**src/source/sd_dma_pkg.sv**
```systemverilog
/*
 * SD host DMA shared types
 * word, byte address and length types, transfer FSM states
 */

package sd_dma_pkg;

   ////////////////////////////////////////////////////////////////////
   // bus widths
   ////////////////////////////////////////////////////////////////////

   typedef logic [31:0] data_t;  // one card / RAM word
   typedef logic [63:0] addr_t;  // byte address into system memory
   typedef logic [15:0] len_t;   // transfer length in bytes

   // address step per moved word
   localparam int unsigned BYTES_PER_WORD = 4;

   ////////////////////////////////////////////////////////////////////
   // transfer engine states
   ////////////////////////////////////////////////////////////////////

   typedef enum logic [1:0] {
      IDLE,     // tfc high, waiting for start
      TO_RAM,   // rx FIFO drained into RAM
      TO_FIFO   // RAM read into tx FIFO
   } xfer_state_t;

endpackage

```
**src/source/sd_dma_if.sv**
```systemverilog
/*
 * SD host DMA bus bundles
 * ram_bus_if links the transfer engine to system RAM,
 * fifo_bus_if links a data FIFO to its producer and consumer
 */


////////////////////////////////////////////////////////////////////////
// data FIFO bus
////////////////////////////////////////////////////////////////////////

interface fifo_bus_if
   import sd_dma_pkg::*;
();

   logic  push;
   logic  pop;
   data_t wdata;
   data_t rdata;   // head entry, fall-through
   logic  full;
   logic  empty;

   modport producer (output push, wdata, input full);
   modport consumer (output pop, input rdata, empty);
   modport fifo (
      input  push, pop, wdata,
      output rdata, full, empty
   );

endinterface

```
**src/source/sd_data_fifo.sv**
```systemverilog
/*
 * SD data FIFO
 * synchronous first-word-fall-through FIFO, used for the card
 * receive path and the card transmit path
 */

`timescale 1ns/1ns

module sd_data_fifo
   import sd_dma_pkg::*;
#(
   parameter int unsigned FIFO_DEPTH = 8
) (
   input logic       CLK,
   input logic       arst_n,
   fifo_bus_if.fifo  bus
);

   localparam int unsigned PTR_W = (FIFO_DEPTH > 1) ? $clog2(FIFO_DEPTH) : 1;
   localparam int unsigned CNT_W = $clog2(FIFO_DEPTH + 1);
   localparam logic [PTR_W-1:0] LAST_PTR = PTR_W'(FIFO_DEPTH - 1);
   localparam logic [CNT_W-1:0] FULL_CNT = CNT_W'(FIFO_DEPTH);

   data_t            mem [FIFO_DEPTH];
   logic [PTR_W-1:0] wr_ptr;
   logic [PTR_W-1:0] rd_ptr;
   logic [CNT_W-1:0] count;   // occupancy
   logic             do_push;
   logic             do_pop;

   ////////////////////////////////////////////////////////////////////
   // flags and accepted strobes
   ////////////////////////////////////////////////////////////////////

   assign bus.full  = (count == FULL_CNT);
   assign bus.empty = (count == '0);

   assign do_push = bus.push && !bus.full;   // overflow dropped
   assign do_pop  = bus.pop && !bus.empty;   // underflow dropped

   assign bus.rdata = mem[rd_ptr];   // head shown combinationally

   ////////////////////////////////////////////////////////////////////
   // pointers and count
   ////////////////////////////////////////////////////////////////////

   always_ff @(posedge CLK or negedge arst_n) begin
      if (!arst_n) begin
         wr_ptr <= '0;
         rd_ptr <= '0;
         count  <= '0;
      end else begin
         if (do_push) begin
            wr_ptr <= (wr_ptr == LAST_PTR) ? '0 : wr_ptr + 1'b1;
         end
         if (do_pop) begin
            rd_ptr <= (rd_ptr == LAST_PTR) ? '0 : rd_ptr + 1'b1;
         end
         case ({do_push, do_pop})
            2'b10:   count <= count + 1'b1;
            2'b01:   count <= count - 1'b1;
            default: count <= count;   // idle, or push and pop together
         endcase
      end
   end

   // storage
   always_ff @(posedge CLK) begin
      if (do_push) begin
         mem[wr_ptr] <= bus.wdata;
      end
   end

endmodule

```
**src/flat_wrapper.sv**
```systemverilog
// flat-port wrapper written by rule: the top's interface ports become plain ports
module sd_data_fifo_flat import sd_dma_pkg::*;
#(
   parameter int unsigned FIFO_DEPTH = 8
)
  (CLK, arst_n, bus_push, bus_pop, bus_wdata, bus_rdata, bus_full, bus_empty);
  fifo_bus_if bus_i ();
  input logic CLK;
  input logic arst_n;
  input wire logic [$bits(bus_i.push)-1:0] bus_push;
  input wire logic [$bits(bus_i.pop)-1:0] bus_pop;
  input wire logic [$bits(bus_i.wdata)-1:0] bus_wdata;
  output wire logic [$bits(bus_i.rdata)-1:0] bus_rdata;
  output wire logic [$bits(bus_i.full)-1:0] bus_full;
  output wire logic [$bits(bus_i.empty)-1:0] bus_empty;
  assign bus_i.push = bus_push;
  assign bus_i.pop = bus_pop;
  assign bus_i.wdata = bus_wdata;
  assign bus_rdata = bus_i.rdata;
  assign bus_full = bus_i.full;
  assign bus_empty = bus_i.empty;
  sd_data_fifo #(.FIFO_DEPTH(FIFO_DEPTH)) u_core (.CLK(CLK), .arst_n(arst_n), .bus(bus_i));
endmodule
```
**config.mk**
```make
export PLATFORM = sky130hd
export DESIGN_NAME = sd_data_fifo_flat
export DESIGN_NICKNAME = d
export VERILOG_FILES = /design/src/source/sd_dma_pkg.sv /design/src/source/sd_dma_if.sv /design/src/source/sd_data_fifo.sv /design/src/flat_wrapper.sv
export SDC_FILE = /design/constraint.sdc
export NUM_CORES = 1
export LEC_CHECK = 0
export ABC_AREA = 1
export BUFFER_PORTS_ARGS = -buffer_cell sky130_fd_sc_hd__buf_2
export CAP_MARGIN = 0
export CORE_MARGIN = 2
export CORE_UTILIZATION = 52
export CTS_CLUSTER_DIAMETER = 120
export DETAILED_ROUTE_END_ITERATION = 10
export GPL_TIMING_DRIVEN = 0
export PLACE_DENSITY = 0.7
export SLEW_MARGIN = 20
export SYNTH_ARGS = -nofsm -noshare
export SYNTH_HDL_FRONTEND = slang
export SYNTH_SLANG_ARGS = --single-unit
```
**constraint.sdc**
```tcl
create_clock -name CLK -period 10.6 [get_ports CLK]
set_input_delay 2.12 -clock CLK [delete_from_list [all_inputs] [get_ports CLK]]
set_output_delay 2.12 -clock CLK [all_outputs]
set_load 0.01 [all_outputs]
```
==> impl_results.rst, run 1 <==
.. list-table::
   :header-rows: 1

   * - Metric
     - Value
   * - Routed via count divided by cell count
     - 4.89
   * - Placed cells
     - 1575
   * - Port bufs
     - 69
   * - Standard-cell row count
     - 54
   * - Proportion of netlist area held by the largest area contributor
     - 66.0%
   * - Number of buffers inserted to repair setup after CTS
     - 0
   * - Period Utilization, post-route
     - 41.7%
   * - Crit path time final
     - 4.42 ns
   * - Count of hold buffers inserted by post-cts repair
     - 0
   * - Total core area
     - 0.0219 mm2
   * - Vias after detailed routing
     - 7946
   * - Largest cells by area after synthesis
     - edfxtp_1, nand2_1, nor2_1, inv_1, dfrtp_1
   * - Fmax
     - 226 MHz
   * - Hold Worst Slack
     - 0.521 ns
   * - Number of endpoints with negative hold slack in the final report
     - 0
   * - Worst hold path class
     - flop to flop
   * - Endpoint required time on the critical path
     - 8.48 ns
   * - Post-DP HPWL
     - 17500 um
   * - Final Skew
     - 0.0133 ns
   * - Sequential element share of the synthesized area
     - 68.1%
   * - Critical path class
     - flop to primary output
   * - Antenna violations before repair
     - 0
   * - Synthesized Nets
     - 1238
   * - Global-route usage over all layers
     - 22.3%
   * - Area overhead of the layout relative to synthesis
     - 16.1%
   * - DR WL/cell
     - 16.0 um
   * - Worst-case vdd ir drop
     - 172 uV
   * - Top cell type by total area after synthesis
     - edfxtp_1
   * - Number of routed nets with antenna violations
     - 0
   * - Proportion of layout cells with a drive suffix above 1
     - 13.8%
   * - Total negative slack
     - 0 ns
   * - # setup viols final
     - 0
   * - Final number of max-transition violations
     - 0
   * - Cts repair resizes
     - 0
   * - Die Outline Area
     - 0.0236 mm2
   * - H-tree levels
     - 1
   * - Rel. slew slack
     - 41.1%
   * - DRC Markers
     - 0
   * - Number of cells on the worst hold path
     - 2
   * - Result of the run
     - finished, final reports clean
   * - Count of maximum capacitance violations
     - 0
   * - Number of distinct library cells after synthesis
     - 21
   * - Transition time of the tightest slew-check pin
     - 0.879 ns
   * - Total wirelength of the detailed-routed design
     - 25900 um
   * - Startpoint class of the critical path
     - flop
   * - Critical-path maximum fanout
     - 10
   * - Setup repair after global routing missed its margin
     - no
   * - Worst Path Arrival
     - 2.30 ns
   * - HP Start
     - u_core.count[2]$_DFFE_PN0P_
   * - Chip height
     - 154 um
   * - Yosys warns
     - 0
   * - Total of fill cells in the finished design
     - 1785
   * - I/O pins
     - 70
   * - Power Density
     - 275 mW/mm2
   * - Gp weighted congestion
     - 0.763
   * - Wire length of the first global-routing pass
     - 41000 um
   * - Worst R2R Start
     - u_core.count[0]$_DFFE_PN0P_
   * - Leakage power of the design
     - 6.05 nW
   * - Critical Path Sink Type
     - primary output
   * - Number of sinks driven by the clock tree
     - 266
   * - Number of instances in the synthesized netlist
     - 1194
   * - R2R depth
     - 7
   * - Worst hold path endpoint
     - u_core.count[2]$_DFFE_PN0P_
   * - Average cell area after synthesis
     - 9.76 um2
   * - Most common library cell in the layout ignoring fill and taps
     - nand2_1
   * - FF+latch count, synth
     - 266
   * - Synth Cell Area
     - 0.0117 mm2
   * - Initial Utilization
     - 53.2%
   * - Clock tree from TritonCTS
     - done
   * - Total clock buffers created by CTS
     - 28
   * - Via count of the first global-routing pass
     - 7747
   * - Ant diodes
     - 0
   * - Largest net degree at the start of global routing
     - 15
   * - DIE WIDTH
     - 154 um
   * - Filler-free cell count of the finished design
     - 1625
   * - Leading cell types in the layout, fill and taps excluded
     - nand2_1, nor2_1, edfxtp_1
   * - Initial DRC Count
     - 574
   * - Register-to-register path setup slack
     - 8.11 ns
   * - Global-route congestion overflow total
     - 0
   * - Clock-pin slew on the worst setup and hold paths
     - 0.06 ns
   * - First-pass detailed-route iteration total
     - 5
   * - Nets
     - 1369
   * - CTS root buffer
     - clkbuf_16
   * - Reg2reg end
     - u_core.mem[1][19]$_DFFE_PP_
   * - Clk buf depth
     - 3
   * - Worst skew pair latency
     - 0.53 ns
[how the worst max path moves through the flow]
stage / depth (start not counted) / start / to
final: 6 / u_core.rd_ptr[2]$_DFFE_PN0P_ / bus_rdata[22]
after global routing: 6 / u_core.rd_ptr[2]$_DFFE_PN0P_ / bus_rdata[21]
after CTS: 6 / u_core.rd_ptr[2]$_DFFE_PN0P_ / bus_rdata[22]
after detailed placement: 6 / bus_push / u_core.mem[1][19]$_DFFE_PP_
after global placement: 4 / bus_push / u_core.mem[1][16]$_DFFE_PP_
after floorplan: 3 / bus_push / u_core.mem[6][0]$_DFFE_PP_
[layout make-up]
| type | count | area (um2) | area share, % |
|---|---|---|---|
| buffer | 50 | 304 | 2.25 |
| clock buffer | 37 | 776 | 5.74 |
| clock inverter | 13 | 86.3 | 0.638 |
| inverter | 144 | 541 | 4.00 |
| multi-input combinational | 734 | 2910 | 21.5 |
| sequential | 266 | 7940 | 58.7 |
| tap | 280 | 350 | 2.59 |
| timing repair buffer | 101 | 619 | 4.58 |
[worst max-delay path, cell delays in order, from the launching register on]
cell and delay, ns:
dfrtp_1 0.38, clkbuf_1 0.21, inv_1 0.23, buf_1 0.53
nand2_1 0.19, nand2_1 0.10, buf_2 0.13
[per-stage QoR]
stage | setup slack, ns | power (mW) | area (um2) | utilization (%)
5_1_grt | 5.98 | 3.97 | 13500 | 61.8
6_report | 6.18 | 3.71 | 13500 | 61.8
3_3_place_gp | 3.21 | 2.76 | 12300 | 56.4
2_1_floorplan | 5.55 | 2.32 | 11700 | -
3_5_place_dp | 6.57 | 2.83 | 12700 | 57.8
4_1_cts | 6.15 | 3.74 | 13500 | 61.8
[kinds of logic (layout without fill, tap and decap cells)]
logic type      Yosys count  after routing  share of synthesized area [%]
buf+inv                 194            345                           7.25
xor+xnor                  2              2                          0.150
flops                   266            266                           68.1
simple gates            719            719                           23.3
compound gates            5              5                          0.215
fa+ha+maj                 8              8                          0.923
[per-layer routing]
layer | vias to the layer above | GRT usage (%) | wire [um]
li1 | 3964 | - | -
met1 | 3654 | 29.9 | 10800
met2 | 275 | 38.3 | 12700
met3 | 53 | 2.85 | 1800
met4 | 0 | 6.82 | 594
met5 | - | 0 | 0
[flip-flops by register name, summed over array words and instances (netlist names)]
signal / count
u_core.wr_ptr: 3
u_core.mem: 256
u_core.rd_ptr: 3
u_core.count: 4
[synthesized netlist by cell type (all sizes together)]
| library cell | instances |
|---|---|
| edfxtp | 256 |
| xor2 | 1 |
| inv | 144 |
| o21ai | 5 |
| dfrtp | 10 |
| buf | 45 |
| ha | 7 |
| or2 | 2 |
| nor3 | 8 |
| xnor2 | 1 |
| nand3 | 5 |
| nor2 | 258 |
| clkbuf | 5 |
| fa | 1 |
| nand2 | 446 |
[where the power goes]
group          leakage [nW]  switching, mW  internal, mW
clock                 0.426          0.380         0.534
combinational          3.18          0.959         0.479
sequential             2.45         0.0463          1.32
Note: power is estimated with default switching activity, not from simulation.
==> inputs of run 2 (changes only) <==
--- a/config.mk
+++ b/config.mk
@@ -13,7 +13,7 @@
 export CTS_CLUSTER_DIAMETER = 120
 export DETAILED_ROUTE_END_ITERATION = 10
 export GPL_TIMING_DRIVEN = 0
-export PLACE_DENSITY = 0.7
+export PLACE_DENSITY = 0.73
 export SLEW_MARGIN = 20
 export SYNTH_ARGS = -nofsm -noshare
 export SYNTH_HDL_FRONTEND = slang
==> constraint.sdc (replaced) <==
create_clock -name CLK -period 3.54 [get_ports CLK]
set_input_delay 0.708 -clock CLK [delete_from_list [all_inputs] [get_ports CLK]]
set_output_delay 0.708 -clock CLK [all_outputs]
set_load 0.01 [all_outputs]
==> run 2 against run 1 <==
Clock-buffer cell count down 3. Worst hold slack lost 0.45 ns. Non-clock buffer count down 2. Via count is 1.6% higher. Largest cell class unchanged. Largest power group unchanged. First-iteration DRC count grew 30%. Total power rose to 3.1 times the previous value. Cell area up 0.26%. Cell count down 0.12%. Highest routed layer unchanged. Register-to-register slack lost 7.1 ns. Sequential power rose to 3.0 times the previous value. Flip-flop and latch count stayed put. Utilization up 0.16 points.
==> impl_results.rst, run 2 (synthesized netlist as in run 1, its figures left out) <==
.. list-table::
   :header-rows: 1

   * - Metric
     - Value
   * - Result of the run
     - finished, final reports clean
   * - Cts repair resizes
     - 0 (unchanged)
   * - Regs by FF count
     - u_core.mem (256), u_core.count (4)
   * - Wire length of the first global-routing pass
     - 41000 um (about the same)
   * - Total clock buffers created by CTS
     - 27 (-3.6%)
   * - Count of hold buffers inserted by post-cts repair
     - 0 (unchanged)
   * - Delay of the slowest critical-path stage
     - 0.54 ns (about the same)
   * - Routed via count divided by cell count
     - 4.97 (+1.7%)
   * - Period Utilization, post-route
     - 84.3%
   * - Post-DP HPWL
     - 17500 um (+0.19%)
   * - Number of sinks driven by the clock tree
     - 266 (unchanged)
   * - Global-route usage over all layers
     - 22.1% (-0.17 points)
   * - Total core area
     - 0.0219 mm2 (unchanged)
   * - Critical path class
     - flop to primary output
   * - I/O pins
     - 70 (unchanged)
   * - # setup viols final
     - 0 (unchanged)
   * - Leading cell types in the layout, fill and taps excluded
     - nand2_1, nor2_1, edfxtp_1
   * - Global-route congestion overflow total
     - 0 (unchanged)
   * - Antenna violations before repair
     - 1 (+1)
   * - Total wirelength of the detailed-routed design
     - 26200 um (+1.0%)
   * - Worst skew pair latency
     - 0.52 ns (about the same)
   * - DRC Markers
     - 0 (unchanged)
   * - Nets
     - 1366 (-0.22%)
   * - Endpoint required time on the critical path
     - 2.83 ns (-5.65 ns)
   * - Gp weighted congestion
     - 0.788 (+3.2%)
   * - Clock-pin slew on the worst setup and hold paths
     - 0.06 ns (about the same)
   * - Transition time of the tightest slew-check pin
     - 0.779 ns (-0.100 ns)
   * - CTS root buffer
     - clkbuf_16
   * - First-pass detailed-route iteration total
     - 5 (unchanged)
   * - Clk buf depth
     - 3 (unchanged)
   * - Fmax
     - 335 MHz
   * - Standard-cell row count
     - 54 (unchanged)
   * - Setup repair after global routing missed its margin
     - no
   * - Slowest cell on the critical path
     - clkbuf_1
   * - Area of placed instances
     - 0.0126 mm2 (-0.33%)
   * - Chip height
     - 154 um (unchanged)
   * - Number of buffers inserted to repair setup after CTS
     - 0 (unchanged)
   * - Finished Core Util
     - 61.9% (+0.16 points)
   * - Count of maximum capacitance violations
     - 0 (unchanged)
   * - Area overhead of the layout relative to synthesis
     - 16.4%
   * - DIE WIDTH
     - 154 um (unchanged)
   * - Total of fill cells in the finished design
     - 1705 (-4.5%)
   * - Worst hold path class
     - input pin to asynchronous set/reset pin
   * - Proportion of layout cells with a drive suffix above 1
     - 13.6% (-0.12 points)
   * - DR WL/cell
     - 16.1 um (+1.1%)
   * - Number of routed nets with antenna violations
     - 0 (unchanged)
   * - Power Density
     - 841 mW/mm2 (+210%)
   * - Rel. slew slack
     - 47.8% (+6.7 points)
   * - Total non-filler cell area in the finished layout
     - 0.0136 mm2 (+0.26%)
   * - Total power consumption of the routed design
     - 11.4 mW (+210%)
   * - Clock tree from TritonCTS
     - done
   * - Critical Path Sink Type
     - primary output
   * - Startpoint class of the critical path
     - flop
   * - Via count of the first global-routing pass
     - 7907 (+2.1%)
   * - Cells traversed along the worst timing path
     - inv_2 -> clkbuf_1 -> nor2_1 -> nand2_1 -> nand2_1 -> nand2_1 -> nand2_1 -> buf_2
   * - Crit path time final
     - 2.98 ns
   * - Register with the highest flop count
     - u_core.mem
   * - Largest register FFs
     - 256 (unchanged)
   * - Initial DRC Count
     - 746 (+30%)
   * - Die Outline Area
     - 0.0236 mm2 (unchanged)
   * - Worst Path Arrival
     - 2.28 ns (-0.02 ns)
   * - Most common library cell in the layout ignoring fill and taps
     - nand2_1
   * - Initial Utilization
     - 53.2% (unchanged)
   * - Critical-path maximum fanout
     - 10 (unchanged)
   * - Final number of max-transition violations
     - 0 (unchanged)
   * - Number of endpoints with negative hold slack in the final report
     - 0 (unchanged)
   * - Final Skew
     - 0.00718 ns (-0.00612 ns)
   * - Most frequent CP cell
     - nand2_1
   * - Vias after detailed routing
     - 8073 (+1.6%)
   * - Largest net degree at the start of global routing
     - 15 (unchanged)
   * - Leakage power of the design
     - 6.06 nW (about the same)
   * - Port bufs
     - 69 (unchanged)
   * - H-tree levels
     - 1 (unchanged)
   * - Worst-case vdd ir drop
     - 397 uV (+130%)
## run 2: cell count changes in the layout (fill, tap and decap cells not counted), sizes merged
| cell | delta |
|---|---|
| bufinv | +5 |
| clkinv | -4 |
| buf | -2 |
| clkinvlp | +2 |
| diode | +1 |
| clkbuf | -3 |
| inv | -1 |
## run 2: area by class of cell
type,instances,area (um2),area share [%]
timing repair buffer,99,578,4.26
tap,280,350,2.58
buffer,50,304,2.24
inverter,144,541,3.99
sequential,266,7940,58.5
clock buffer,34,712,5.25
antenna,1,2.50,0.0185
multi-input combinational,734,2910,21.5
clock inverter,15,224,1.65
## run 2: power breakdown
part | internal, mW | switching, mW | leakage (nW)
combinational | 1.42 | 2.91 | 3.16
sequential | 3.94 | 0.144 | 2.45
clock | 1.85 | 1.14 | 0.448
## run 2: path summary, 6_finish.rpt
check | startpoint | end | slack, ns | depth (start not counted)
min in group CLK | bus_push | u_core.wr_ptr[2]$_DFFE_PN0P_ | 0.44 | 3
setup / recovery | u_core.rd_ptr[1]$_DFFE_PN0P_ | bus_rdata[15] | 0.56 | 8
hold reg to reg | u_core.count[2]$_DFFE_PN0P_ | u_core.count[2]$_DFFE_PN0P_ | 0.53 | 2
hold / removal | arst_n | u_core.count[0]$_DFFE_PN0P_ | 0.07 | 1
max in group asynchronous | arst_n | u_core.count[2]$_DFFE_PN0P_ | 3.24 | 1
setup reg to reg | u_core.count[0]$_DFFE_PN0P_ | u_core.mem[4][24]$_DFFE_PP_ | 1.05 | 7
## run 2: critical path: cells and delay by family, from the launching register on
kind	cells	cell delay [ns]
buf+inv	3	0.88
flops	1	0.41
simple gates	5	0.47
## run 2: routing by layer
metal | up-vias | global-route usage, % | part of all wire, %
met5 | - | 0 | 0
li1 | 3972 | - | -
met3 | 44 | 3.10 | 7.0
met1 | 3770 | 29.3 | 41
met2 | 287 | 38.9 | 50
met4 | 0 | 5.42 | 1.9
## run 2: through the flow
stage	instances	hold WS [ns]	setup TNS, ns	setup slack, ns
after floorplan	1194	0.412	-24.81	-0.0970
after global placement	1543	0.510	-526.33	-2.32
after detailed placement	1573	0.520	0	0.872
after CTS	1622	0.0671	0	0.543
after global routing	1622	0.0684	0	0.437
final	1623	0.0692	0	0.556
