## src/source/sd_dma_pkg.sv

```systemverilog
/*
 * SD host DMA shared types
 * word, byte address and length types, transfer FSM states
 */

package sd_dma_pkg;

   ////////////////////////////////////////////////////////////////////
   // bus widths
   ////////////////////////////////////////////////////////////////////

   typedef logic [31:0] data_t;  // one card / RAM word
   typedef logic [63:0] addr_t;  // byte address into system memory
   typedef logic [15:0] len_t;   // transfer length in bytes

   // address step per moved word
   localparam int unsigned BYTES_PER_WORD = 4;

   ////////////////////////////////////////////////////////////////////
   // transfer engine states
   ////////////////////////////////////////////////////////////////////

   typedef enum logic [1:0] {
      IDLE,     // tfc high, waiting for start
      TO_RAM,   // rx FIFO drained into RAM
      TO_FIFO   // RAM read into tx FIFO
   } xfer_state_t;

endpackage

```

## src/source/sd_dma_if.sv

```systemverilog
/*
 * SD host DMA bus bundles
 * ram_bus_if links the transfer engine to system RAM,
 * fifo_bus_if links a data FIFO to its producer and consumer
 */

`timescale 1ns/1ns

////////////////////////////////////////////////////////////////////////
// system RAM bus
////////////////////////////////////////////////////////////////////////

interface ram_bus_if
   import sd_dma_pkg::*;
();

   logic  rd;     // read strobe, rdata valid same cycle
   logic  wr;     // write strobe, taken at the rising edge
   addr_t addr;   // byte address
   data_t wdata;
   data_t rdata;

   modport master (
      output rd, wr, addr, wdata,
      input  rdata
   );

   modport slave (
      input  rd, wr, addr, wdata,
      output rdata
   );

endinterface

////////////////////////////////////////////////////////////////////////
// data FIFO bus
////////////////////////////////////////////////////////////////////////

interface fifo_bus_if
   import sd_dma_pkg::*;
();

   logic  push;
   logic  pop;
   data_t wdata;
   data_t rdata;   // head entry, fall-through
   logic  full;
   logic  empty;

   modport producer (output push, wdata, input full);
   modport consumer (output pop, input rdata, empty);
   modport fifo (
      input  push, pop, wdata,
      output rdata, full, empty
   );

endinterface

```

## src/source/sd_dma_transfer.sv

```systemverilog
/*
 * SD DMA transfer engine
 * moves words between system RAM and the card data FIFOs,
 * one word per cycle while the FIFO side allows it
 */

`timescale 1ns/1ns

module sd_dma_transfer
   import sd_dma_pkg::*;
(
   input  logic            CLK,
   input  logic            arst_n,
   input  logic            start,
   input  logic            direction,     // 0 card to RAM, 1 RAM to card
   input  addr_t           address_init,
   input  len_t            length,
   output logic            tfc,
   ram_bus_if.master       ram,
   fifo_bus_if.consumer    rx,
   fifo_bus_if.producer    tx
);

   xfer_state_t state;
   xfer_state_t next_state;
   addr_t       cur_addr;     // address of the next word
   addr_t       end_addr;     // first address past the transfer
   addr_t       next_addr;
   logic        at_end;
   logic        move_to_ram;
   logic        move_to_fifo;
   logic        move;

   ////////////////////////////////////////////////////////////////////
   // word movement strobes
   ////////////////////////////////////////////////////////////////////

   assign at_end = (cur_addr == end_addr);   // only true here for length 0

   // stall while the source is empty or the sink is full
   assign move_to_ram  = (state == TO_RAM) && !rx.empty && !at_end;
   assign move_to_fifo = (state == TO_FIFO) && !tx.full && !at_end;
   assign move         = move_to_ram || move_to_fifo;

   assign rx.pop    = move_to_ram;
   assign ram.wr    = move_to_ram;
   assign ram.wdata = rx.rdata;

   assign ram.rd   = move_to_fifo;
   assign tx.push  = move_to_fifo;
   assign tx.wdata = ram.rdata;   // async RAM read feeds the push directly

   assign ram.addr = cur_addr;

   assign next_addr = move ? cur_addr + addr_t'(BYTES_PER_WORD) : cur_addr;

   assign tfc = (state == IDLE);

   ////////////////////////////////////////////////////////////////////
   // next state
   ////////////////////////////////////////////////////////////////////

   always_comb begin
      next_state = state;
      case (state)
         IDLE: begin
            if (start) begin
               next_state = direction ? TO_FIFO : TO_RAM;
            end
         end
         TO_RAM,
         TO_FIFO: begin
            // leave together with the last word, or at once for length 0
            if (next_addr == end_addr) begin
               next_state = IDLE;
            end
         end
         default: next_state = IDLE;
      endcase
   end

   ////////////////////////////////////////////////////////////////////
   // state and address counter
   ////////////////////////////////////////////////////////////////////

   always_ff @(posedge CLK or negedge arst_n) begin
      if (!arst_n) begin
         state    <= IDLE;
         cur_addr <= '0;
         end_addr <= '0;
      end else begin
         state <= next_state;
         if (state == IDLE) begin
            if (start) begin   // start while busy never reaches here
               cur_addr <= address_init;
               end_addr <= address_init + addr_t'(length);
            end
         end else begin
            cur_addr <= next_addr;
         end
      end
   end

endmodule

```

## src/flat_wrapper.sv

```systemverilog
// flat-port wrapper written by rule: the top's interface ports become plain ports
module sd_dma_transfer_flat import sd_dma_pkg::*;
  (CLK, arst_n, start, direction, address_init, length, tfc, ram_rd, ram_wr, ram_addr, ram_wdata, ram_rdata, rx_pop, rx_rdata, rx_empty, tx_push, tx_wdata, tx_full);
  ram_bus_if ram_i ();
  fifo_bus_if rx_i ();
  fifo_bus_if tx_i ();
  input  logic CLK;
  input  logic arst_n;
  input  logic start;
  input  logic direction;
  input  addr_t address_init;
  input  len_t length;
  output logic tfc;
  output wire logic [$bits(ram_i.rd)-1:0] ram_rd;
  output wire logic [$bits(ram_i.wr)-1:0] ram_wr;
  output wire logic [$bits(ram_i.addr)-1:0] ram_addr;
  output wire logic [$bits(ram_i.wdata)-1:0] ram_wdata;
  input wire logic [$bits(ram_i.rdata)-1:0] ram_rdata;
  output wire logic [$bits(rx_i.pop)-1:0] rx_pop;
  input wire logic [$bits(rx_i.rdata)-1:0] rx_rdata;
  input wire logic [$bits(rx_i.empty)-1:0] rx_empty;
  output wire logic [$bits(tx_i.push)-1:0] tx_push;
  output wire logic [$bits(tx_i.wdata)-1:0] tx_wdata;
  input wire logic [$bits(tx_i.full)-1:0] tx_full;
  assign ram_rd = ram_i.rd;
  assign ram_wr = ram_i.wr;
  assign ram_addr = ram_i.addr;
  assign ram_wdata = ram_i.wdata;
  assign ram_i.rdata = ram_rdata;
  assign rx_pop = rx_i.pop;
  assign rx_i.rdata = rx_rdata;
  assign rx_i.empty = rx_empty;
  assign tx_push = tx_i.push;
  assign tx_wdata = tx_i.wdata;
  assign tx_i.full = tx_full;
  sd_dma_transfer u_core (.CLK(CLK), .arst_n(arst_n), .start(start), .direction(direction), .address_init(address_init), .length(length), .tfc(tfc), .ram(ram_i), .rx(rx_i), .tx(tx_i));
endmodule
```

## config.mk

```make
export PLATFORM = sky130hd
export DESIGN_NAME = sd_dma_transfer_flat
export DESIGN_NICKNAME = d
export VERILOG_FILES = /design/src/source/sd_dma_pkg.sv /design/src/source/sd_dma_if.sv /design/src/source/sd_dma_transfer.sv /design/src/flat_wrapper.sv
export SDC_FILE = /design/constraint.sdc
export NUM_CORES = 1
export LEC_CHECK = 0
export BUFFER_PORTS_ARGS = -buffer_cell sky130_fd_sc_hd__buf_2
export CAP_MARGIN = 15
export CORE_MARGIN = 1.5
export CORE_UTILIZATION = 43
export CTS_CLUSTER_DIAMETER = 30
export DETAILED_ROUTE_END_ITERATION = 16
export GPL_TIMING_DRIVEN = 0
export PLACE_DENSITY = 0.67
export RECOVER_POWER = 25
export SETUP_SLACK_MARGIN = 0.4
export SYNTH_ARGS = -nofsm -noshare
export SYNTH_HDL_FRONTEND = slang
export SYNTH_SLANG_ARGS = --single-unit
```

## constraint.sdc

```tcl
create_clock -name CLK -period 6.9 [get_ports CLK]
set_clock_uncertainty 0.1 [all_clocks]
set_input_delay 0 -clock CLK [delete_from_list [all_inputs] [get_ports CLK]]
set_output_delay 0 -clock CLK [all_outputs]
set_load 0.02 [all_outputs]
```

==> results of run 1 <==
layout by cell type (no fill, tap or decap), drive strengths merged, types with 54 or more instances in the layout:
cell | synthesis | layout
clkbuf | 52 | 135
xnor2 | 70 | 70
buf | 87 | 240
nand2 | 193 | 193
dfrtp | 130 | 130
a21oi | 57 | 57
o21ai | 115 | 115
nor3 | 54 | 54
nor2 | 132 | 132
xor2 | 91 | 91
dlygate4sd3 | 0 | 81
where the power goes:
group | switching [W] | leakage (nW) | internal, W
logic | 0.00162 | 4.12 | 0.000860
registers | 0.000467 | 1.59 | 0.00110
clock network | 0.000407 | 0.277 | 0.000536
total | 0.00250 | 5.99 | 0.00250
what timing repair did:
| item | in CTS | in global routing |
|---|---|---|
| gates resized for setup | 0 | 0 |
| hold buffers | 81 | 0 |
| hold endpoints to repair | 256 | 0 |
flip-flops by register name, summed over array words and instances (netlist names):
| register | flops |
|---|---|
| u_core.end_addr | 64 |
| u_core.ram.addr | 64 |
| u_core.state | 2 |
metal layers:
metal | GRT usage, % | share of wire (%) | vias up
li1 | - | - | 5541
met4 | 17.0 | 4.5 | 2
met5 | 0 | 0.017 | -
met2 | 62.4 | 45 | 786
met1 | 49.8 | 40 | 5916
met3 | 11.8 | 11 | 129
area by class of cell:
| type | instances | area, µm² | share of cell area, % |
|---|---|---|---|
| clock buffer | 18 | 429 | 3.12 |
| timing repair buffer | 299 | 1840 | 13.4 |
| multi-input combinational | 1087 | 6680 | 48.6 |
| inverter | 37 | 139 | 1.01 |
| buffer | 139 | 827 | 6.02 |
| antenna | 3 | 7.51 | 0.0546 |
| tap | 330 | 413 | 3.00 |
| sequential | 130 | 3250 | 23.7 |
| clock inverter | 14 | 154 | 1.12 |
Yosys cell counts (7+ instances only):
cell,number
xor2_1,91
o21ai_0,115
or3_1,8
and2_1,10
a311oi_1,14
a211oi_1,16
o31ai_1,10
ha_1,20
a21oi_1,57
nand2_1,191
clkbuf_1,52
nor3_1,48
nor2_1,130
a21o_1,11
nand4_1,33
buf_4,70
nand3_1,47
and3_1,31
inv_1,36
o32ai_1,8
o22ai_1,7
nand2b_1,7
xnor2_1,70
nor4_1,36
a211o_1,9
dfrtp_1,130
buf_2,10
worst min-delay path: cells and delay by family:
kind / cells / cell delay (ns)
AOI/OAI and AO/OA: 1 / 0.07
xor gates and xnor gates: 1 / 0.14
adders and majority gates: 1 / 0.14
buffers and inverters: 2 / 0.14
cell families (layout without fill, tap and decap cells):
family / count (synthesis) / after routing / synth area share (%)
other: 0 / 3 / 0
buffers and inverters: 176 / 507 / 8.87
AO/OA/AOI/OAI: 306 / 306 / 18.2
XOR/XNOR: 161 / 161 / 12.9
flip-flops: 130 / 130 / 29.9
AND/OR/NAND/NOR: 592 / 592 / 26.9
multiplexers: 7 / 7 / 0.678
adder cells (fa/ha/maj): 21 / 21 / 2.48
final timing paths:
check,endpoint,slack (ns),cells after the start
setup / recovery,u_core.state[1],1.60,12
hold / removal,u_core.end_addr[3],0.01,5
setup reg to reg,u_core.state[1],1.60,12
hold reg to reg,u_core.end_addr[63],0.40,2
max in group asynchronous,u_core.ram.addr[30],3.27,2
min in group asynchronous,u_core.end_addr[0],1.29,2
per-stage QoR:
stage | instance area [µm²] | instances | util [%]
6_report | 13700 | 2057 | 54.9
5_1_grt | 13700 | 2054 | 54.9
4_1_cts | 13800 | 2054 | 55.2
3_5_place_dp | 12400 | 1941 | 49.7
3_3_place_gp | 12400 | 1940 | 49.5
2_1_floorplan | 10900 | 1393 | -
==> flow_summary.json, run 1 <==
{
  "outcome": "complete, but fails checks",
  "failed_checks": "max-capacitance violations, max-slew violations",
  "cp_num_buf_inv": 1,
  "dr.pass1.iters": 6,
  "yosys_register_bits": 130,
  "dp_slack_ns": 1.84,
  "final_antenna_net_count": 0,
  "whs_ns": 0.0120,
  "start_util_pct": 43.5,
  "arrival_ns": 5.52,
  "ys_types": 78,
  "portBuffers": 217,
  "fin_crit_sh_pct": 76.9,
  "ir_drop_mv": 0.186,
  "ys.flop_type": "dfrtp_1",
  "finalNetCount": 1882,
  "clockRootBuffer": "clkbuf_16",
  "yosys_warnings": 0,
  "rsz0062_at_grt": "false",
  "tightest_slew_ns": 3.74,
  "post-cts-setup-buffers": 0,
  "detail_route.wl_per_cell_um": 25.3,
  "crit_family": "simple AND/OR/NAND/NOR gates",
  "wl_um": 52100,
  "cts_tree": "built",
  "syn_inst": 1393,
  "crit_chain": "buf_2 -> nand3_2 -> nor4_4 -> nand4_2 -> or3_1 -> nor3_1 -> xnor2_1 -> a21boi_0 -> nand4_1 -> nor4_4 -> nand2_1 -> a311o_1",
  "synth_top_area_share_pct": 29.9,
  "max-cap-violations": 1,
  "num_io_pins": 283,
  "drc_errors": 0,
  "fin_tns_setup_ns": 0,
  "ys_seq_area_share_pct": 29.9,
  "path_class": "flop to flop",
  "finalHoldViolCount": 0,
  "rows": 58,
  "syn_nets": 1564,
  "clk_pin_slew_ns": 0.07,
  "fp.dieH_um": 162,
  "grt_max_degree": 67,
  "crit_required_ns": 7.12,
  "r2r_start": "u_core.ram.addr[27]",
  "synth_edf_count": 0,
  "fmaxAchievable_ghz": 0.189,
  "crit_path_frequent_cell": "nor4_4",
  "timing.slew.headroom_pct": -149,
  "area_growth_pct": 26.2,
  "grt-ovfl-total": 0,
  "synthTopCellsByArea": "dfrtp_1, xor2_1, nand2_1",
  "fillCellCount": 2433,
  "cp_slowest_stage_delay_ns": 0.77,
  "dieArea_um2": 26300,
  "start_kind": "flop",
  "p_leak_nw": 5.99,
  "grt_pass1_vias": 11600,
  "routabilityCongestion": 1.02,
  "grt_antenna_before_repair": 4,
  "final-setup-viol-count": 0,
  "vias": 12400,
  "cts_buffers": 17,
  "crit_fanout": 10,
  "holdCritPathClass": "input port to flop",
  "async_flop_share_pct": 100,
  "core-area_um2": 25000,
  "die_x_um": 162,
  "yosysTopAreaCell": "dfrtp_1",
  "netlist_area_um2": 10900,
  "setup_slack_ns": 1.60,
  "endpoint_kind": "flop",
  "cts_max_path_buffers": 2,
  "final_layout_size_suffix_gt1_share_pct": 17.3,
  "slowest_stage": "nor4_4",
  "p_total_w": 0.00499,
  "viasPerCell": 6.02,
  "slew_viol_final": 65,
  "grt_use_total_pct": 39.4,
  "cts.htree.levels": 4,
  "period_minus_slack_ns": 5.30,
  "drtIter0Drc": 1349,
  "clock-sinks": 130,
  "avgSynthCellArea_um2": 7.82,
  "crit_path_start": "u_core.ram.addr[27]",
  "grt_pass1_wl_um": 75000,
  "worstHoldStart": "length[3]",
  "hpwl_um": 39500,
  "p_per_area_nw_per_um2": 363,
  "insertion_delay_ns": 0.44
}
No activity file was read; power rests on OpenSTA's default activity.
==> run 2: changes to the inputs <==
- ABC_AREA: unset -> 1
- PLACE_DENSITY: 0.67 -> 0.66
- clock period: 6.9 -> 5.4 ns (I/O delays scaled with it)
==> flow_summary.json, run 2 <==
{
  "yosysTopAreaCell": "dfrtp_1",
  "synth_most_common_cell": "nand2_1",
  "synthTopCellsByArea": "dfrtp_1, nand2_1, nor2_1",
  "async_flop_share_pct": 100,
  "syn_nets": 2318,
  "portBuffers": 218,
  "yosys-top-cells-count": "nand2_1, nor2_1, inv_1",
  "whs_ns": 0.0852,
  "insertion_delay_ns": 0.46,
  "drtIter0Drc": 2009,
  "grt_use_total_pct": 41.1,
  "viasPerCell": 5.66,
  "path_class": "input port to flop",
  "p_per_area_nw_per_um2": 526,
  "grt_pass1_wl_um": 92200,
  "clock-sinks": 130,
  "synth_top_area_share_pct": 25.3,
  "finalHoldViolCount": 0,
  "period_minus_slack_ns": 4.61,
  "layout_commonest_cell": "nand2_1",
  "p_comb_share_pct": 60.6,
  "area_growth_pct": 24.3,
  "drc_errors": 0,
  "hold_path_end": "u_core.end_addr[6]",
  "clockRootBuffer": "clkbuf_16",
  "yosys_register_bits": 130,
  "fin_crit_sh_pct": 85.3,
  "netlist_area_um2": 12800,
  "dieArea_um2": 30900,
  "die_x_um": 176,
  "r2r-end": "u_core.state[0]",
  "finalNetCount": 2659,
  "rsz0062_at_grt": "false",
  "rr_worst_depth": 19,
  "p_sw_share_pct": 55.1,
  "num_io_pins": 283,
  "slew_viol_final": 66,
  "setup_slack_ns": 0.792,
  "hold_depth": 5,
  "crit_path_frequent_cell": "nand2_1",
  "crit_fanout": 6,
  "crit_required_ns": 5.63,
  "p_int_w": 0.00377,
  "endpoint_kind": "flop",
  "use_met1_pct": 52.6,
  "seqPwrFrac_pct": 25.7,
  "fmaxAchievable_ghz": 0.217,
  "r2r_start": "u_core.state[0]",
  "failed_checks": "max-capacitance violations, max-slew violations",
  "top_usage_layer": "met2",
  "final_cells": 2890,
  "vias": 16400,
  "ys_seq_area_share_pct": 25.3,
  "grt_antenna_before_repair": 3,
  "fin_tns_setup_ns": 0,
  "core-area_um2": 29500,
  "ys_types": 45,
  "cts.htree.levels": 4,
  "share_clk_of_total_power_pct": 13.7,
  "detail_route.wl_per_cell_um": 22.1,
  "layout_common_cells": "nand2_1, nor2_1, inv_1",
  "cts_buffers": 17,
  "final-setup-viol-count": 0,
  "arrival_ns": 4.84,
  "crit_family": "simple AND/OR/NAND/NOR gates",
  "dr.pass1.iters": 6,
  "dp_slack_ns": 1.13,
  "regToRegSetupSlack_ns": 0.87,
  "placed_cells": 2757,
  "routabilityCongestion": 1.02,
  "tightest_slew_ns": 4.06,
  "p_switching_w": 0.00463,
  "grt_pass1_vias": 15000,
  "fp.dieH_um": 176,
  "max-cap-violations": 1,
  "syn_inst": 2147,
  "start_util_pct": 43.6,
  "yosys_warnings": 0,
  "antennaDiodeCount": 0,
  "avgSynthCellArea_um2": 5.98,
  "cts_tree": "built",
  "final_layout_size_suffix_gt1_share_pct": 13.4,
  "place_area_um2": 14500,
  "wl_um": 63800,
  "fillCellCount": 3082,
  "rows": 63,
  "use_met3_pct": 12.5,
  "worstHoldStart": "length[6]",
  "cts_max_path_buffers": 2,
  "p_leak_nw": 7.86,
  "start_kind": "input port",
  "post-cts-setup-buffers": 0,
  "cp_num_buf_inv": 5,
  "ys.flop_type": "dfrtp_1",
  "outcome": "complete, but fails checks",
  "clk_pin_slew_ns": 0.07,
  "slowest_stage": "dlygate4sd3_1",
  "hpwl_um": 48200,
  "grt-ovfl-total": 0,
  "crit_chain": "dlygate4sd3_1 -> buf_2 -> ha_1 -> inv_1 -> fa_1 -> nor2_1 -> a21oi_1 -> o21ai_1 -> a21o_1 -> nand2_1 -> nand2_1 -> nand2_1 -> o21ai_2 -> inv_1 -> nor2_2 -> nand3_1 -> nor2_2 -> nand3_1 -> a31oi_1 -> o31ai_1 -> dlygate4sd3_1",
  "synth_edf_count": 0,
  "holdCritPathClass": "input port to flop",
  "timing.slew.headroom_pct": -171,
  "final_antenna_net_count": 0,
  "gr-usage-met2_pct": 62.8,
  "final_area_um2": 16000,
  "ir_drop_mv": 0.326,
  "grt_max_degree": 67,
  "cp_slowest_stage_delay_ns": 0.57
}
==> run 2: changes by cell type in the layout (fill, tap and decap cells not counted), moves of 62 or more <==
cell / change
xnor2_1: -62
o21ai_0: -80
nand2_1: +618
nor2_1: +144
nand3_1: +89
o211ai_1: +74
inv_1: +169
==> run 2: worst reg2reg max path, stage by stage (launching register included) <==
cell and delay (ns):
dfrtp_1 0.39, inv_1 0.09, ha_1 0.15, inv_1 0.04, nor2_1 0.38, clkbuf_1 0.75, clkbuf_1 0.77, o211ai_1 0.27
nand3_1 0.15, nand2_1 0.07, nor2_1 0.08, nand2_1 0.05, nor2_1 0.25, nand2_1 0.19, nor2_1 0.25, nand2_1 0.10
nand2_1 0.11, nand2_1 0.08, nand2_1 0.10, nand2_1 0.05
==> run 2: cells by family (layout without fill, tap and decap cells) <==
logic type	count (synthesis)	count (layout)	synth area share, %
flops	130	130	25.3
simple gates	1296	1296	40.4
compound gates	246	246	14.0
buf+inv	393	746	14.0
fa+ha+maj	21	21	2.10
xor+xnor	61	61	4.16
==> run 2: per-layer routing <==
metal	vias to the layer above	routed length [µm]
met1	7573	25500
met4	4	2940
li1	7555	-
met5	-	29
met3	179	7580
met2	1041	27700
==> run 2: through the flow <==
step           power [W]  util [%]
3_3_place_gp     0.00683      48.9
3_5_place_dp     0.00692      49.1
6_report         0.00840      54.2
5_1_grt          0.00894      54.2
4_1_cts          0.00820      54.3
2_1_floorplan    0.00519         -
==> run 2: final cells by class <==
| cell class | count | area, µm² | area share (%) |
|---|---|---|---|
| flip-flops and latches | 130 | 3250 | 20.4 |
| plain buffers | 138 | 840 | 5.26 |
| inverters | 255 | 957 | 5.99 |
| clock inverters | 10 | 86.3 | 0.541 |
| repair buffers | 322 | 2090 | 13.1 |
| well taps | 390 | 488 | 3.06 |
| clock buffers | 21 | 460 | 2.88 |
| multi-input cells | 1624 | 7800 | 48.8 |
==> run 2: repair_timing <==
item	4_1_cts	5_1_grt
gates resized for setup	0	1
hold endpoints to repair	230	0
setup endpoints to repair	0	4
hold buffers	99	0
==> run 2: worst max path at each step <==
stage	start	endpoint	cells past startpoint
after floorplan	u_core.ram.addr[2]	u_core.state[1]	22
after global placement	u_core.ram.addr[2]	u_core.state[0]	22
after detailed placement	u_core.ram.addr[2]	u_core.state[0]	22
after CTS	address_init[0]	u_core.end_addr[52]	21
after global routing	length[0]	u_core.end_addr[52]	21
final	length[0]	u_core.end_addr[52]	21
==> run 2: power by group through the flow <==
stage / clock network [W] / logic [W] / registers (W)
floorplan: 0 / 0.00300 / 0.00219
global placement: 0 / 0.00470 / 0.00213
detailed placement: 0 / 0.00478 / 0.00214
CTS: 0.00115 / 0.00492 / 0.00212
global route: 0.00119 / 0.00555 / 0.00221
finish: 0.00115 / 0.00509 / 0.00216
==> run 3: changes to the inputs <==
- PLACE_DENSITY: 0.66 -> 0.68
- clock period: 5.4 -> 4.04 ns (I/O delays scaled with it)
==> flow_summary.json, run 3 (same netlist as run 2, synthesis figures left out) <==
{
  "outcome": "complete, but fails checks",
  "failed_checks": "negative hold slack",
  "layout_commonest_cell": "nand2_1",
  "cts_buffers": 17,
  "fin_crit_sh_pct": 91.8,
  "multiInputGateArea_um2": 7970,
  "path_class": "flop to flop",
  "clock-sinks": 130,
  "p_per_area_nw_per_um2": 706,
  "area_growth_pct": 26.4,
  "rsz0062_at_grt": "true",
  "final_layout_size_suffix_gt1_share_pct": 17.4,
  "tightest_slew_ns": 1.38,
  "die_x_um": 176,
  "dr.pass1.iters": 7,
  "detail_route.wl_per_cell_um": 21.7,
  "hpwl_um": 47700,
  "dieArea_um2": 30900,
  "endpoint_kind": "flop",
  "layout_common_cells": "nand2_1, nor2_1, inv_1",
  "grt_pass1_vias": 14800,
  "finalNetCount": 2662,
  "antennaDiodeCount": 0,
  "start_util_pct": 43.6,
  "grt_use_total_pct": 39.8,
  "fp.dieH_um": 176,
  "cts_max_path_buffers": 2,
  "final_antenna_net_count": 0,
  "portBuffers": 218,
  "period_minus_slack_ns": 3.71,
  "fillCellCount": 3031,
  "final-seq-area_um2": 3290,
  "placed_cells": 2757,
  "finalHoldViolCount": 1,
  "cts_tree": "built",
  "insertion_delay_ns": 0.45,
  "fmaxAchievable_ghz": 0.270,
  "grt_antenna_before_repair": 0,
  "final-setup-viol-count": 0,
  "grt_max_degree": 74,
  "arrival_ns": 3.87,
  "clk_pin_slew_ns": 0.07,
  "crit_fanout": 10,
  "whs_ns": -0.00186,
  "core-area_um2": 29500,
  "clockRootBuffer": "clkbuf_16",
  "rows": 63,
  "max-cap-violations": 0,
  "final_cells": 2894,
  "viasPerCell": 5.70,
  "slew_viol_final": 0,
  "drtIter0Drc": 2062,
  "cts.htree.levels": 4,
  "routabilityCongestion": 1.05,
  "start_kind": "flop",
  "drc_errors": 0,
  "crit_required_ns": 4.20,
  "regToRegSetupSlack_ns": 0.33,
  "grt-ovfl-total": 0,
  "timing.slew.headroom_pct": 7.90,
  "holdCritPathClass": "input port to asynchronous set/reset pin",
  "ir_drop_mv": 0.353,
  "wl_um": 62700,
  "num_io_pins": 283,
  "p_leak_nw": 7.92,
  "fin_tns_setup_ns": 0,
  "grt_pass1_wl_um": 90400,
  "vias": 16500
}
[run 3: cell count changes in the layout (fill, tap and decap cells not counted), moves of 13 or more]
cell           change
dfrtp_2           +31
dlygate4sd3_1     -15
nor2_2            +15
nor2_4            +13
dfrtp_1           -31
buf_4             +27
clkbuf_1          -13
nor2_1            -28
[run 3: timing repair]
action | CTS | global route
resized for setup | 48 | 74
buffers inserted | 4 | 17
setup endpoints to repair | 20 | 39
hold buffers | 84 | 0
endpoints found under the hold margin | 237 | 0
pin swaps | 1 | 12
gates cloned | 0 | 0
[run 3: where the power goes]
part	leakage, nW	switching, W	internal, W
Combinational	6.09	0.00466	0.00234
Sequential	1.57	0.000909	0.00196
Clock	0.260	0.000745	0.000855
Total	7.92	0.00631	0.00515
[run 3: final timing paths]
kind / cells past startpoint / start / end
max reg2reg: 6 / u_core.state[0] / u_core.ram.addr[45]
min in group CLK: 4 / length[13] / u_core.end_addr[13]
min: 2 / arst_n / u_core.end_addr[35]
max in group asynchronous: 3 / arst_n / u_core.ram.addr[2]
min reg2reg: 2 / u_core.state[1] / u_core.state[1]
max: 6 / u_core.state[0] / u_core.ram.addr[45]
[run 3: metrics by stage]
| step | total power (W) | worst slack (ns) | instance area, µm² | util, % |
|---|---|---|---|---|
| 3_5_place_dp | 0.00924 | -0.250 | 14500 | 49.1 |
| 2_1_floorplan | 0.00694 | 1.23 | 12800 | - |
| 5_1_grt | 0.0122 | 0.353 | 16200 | 55.1 |
| 6_report | 0.0115 | 0.331 | 16200 | 55.1 |
| 4_1_cts | 0.0110 | 0.391 | 16000 | 54.3 |
| 3_3_place_gp | 0.00911 | -0.200 | 14400 | 48.9 |
[run 3: area by class of cell]
type / instances / share of cell area [%]
Clock buffer: 18 / 2.64
Clock inverter: 14 / 0.801
Inverter: 255 / 5.89
Multi-Input combinational cell: 1624 / 49.1
Tap cell: 390 / 3.01
Sequential cell: 130 / 20.3
Timing Repair Buffer: 325 / 12.8
Buffer: 138 / 5.53
[run 3: worst max-delay path, stage by stage, from the launching register on]
cell and delay [ns]:
dfrtp_1 0.38, inv_1 0.07, ha_1 0.42, nand2_1 0.46, clkdlybuf4s15_1 0.92, clkbuf_1 0.93
o221ai_1 0.23
[run 3: metal layers]
layer / vias to the layer above / global-route usage [%] / share of wire (%)
met1: 7641 / 51.8 / 40
met4: 0 / 19.5 / 5.1
li1: 7589 / - / -
met3: 178 / 8.90 / 11
met2: 1076 / 62.2 / 44
met5: - / 0 / 0
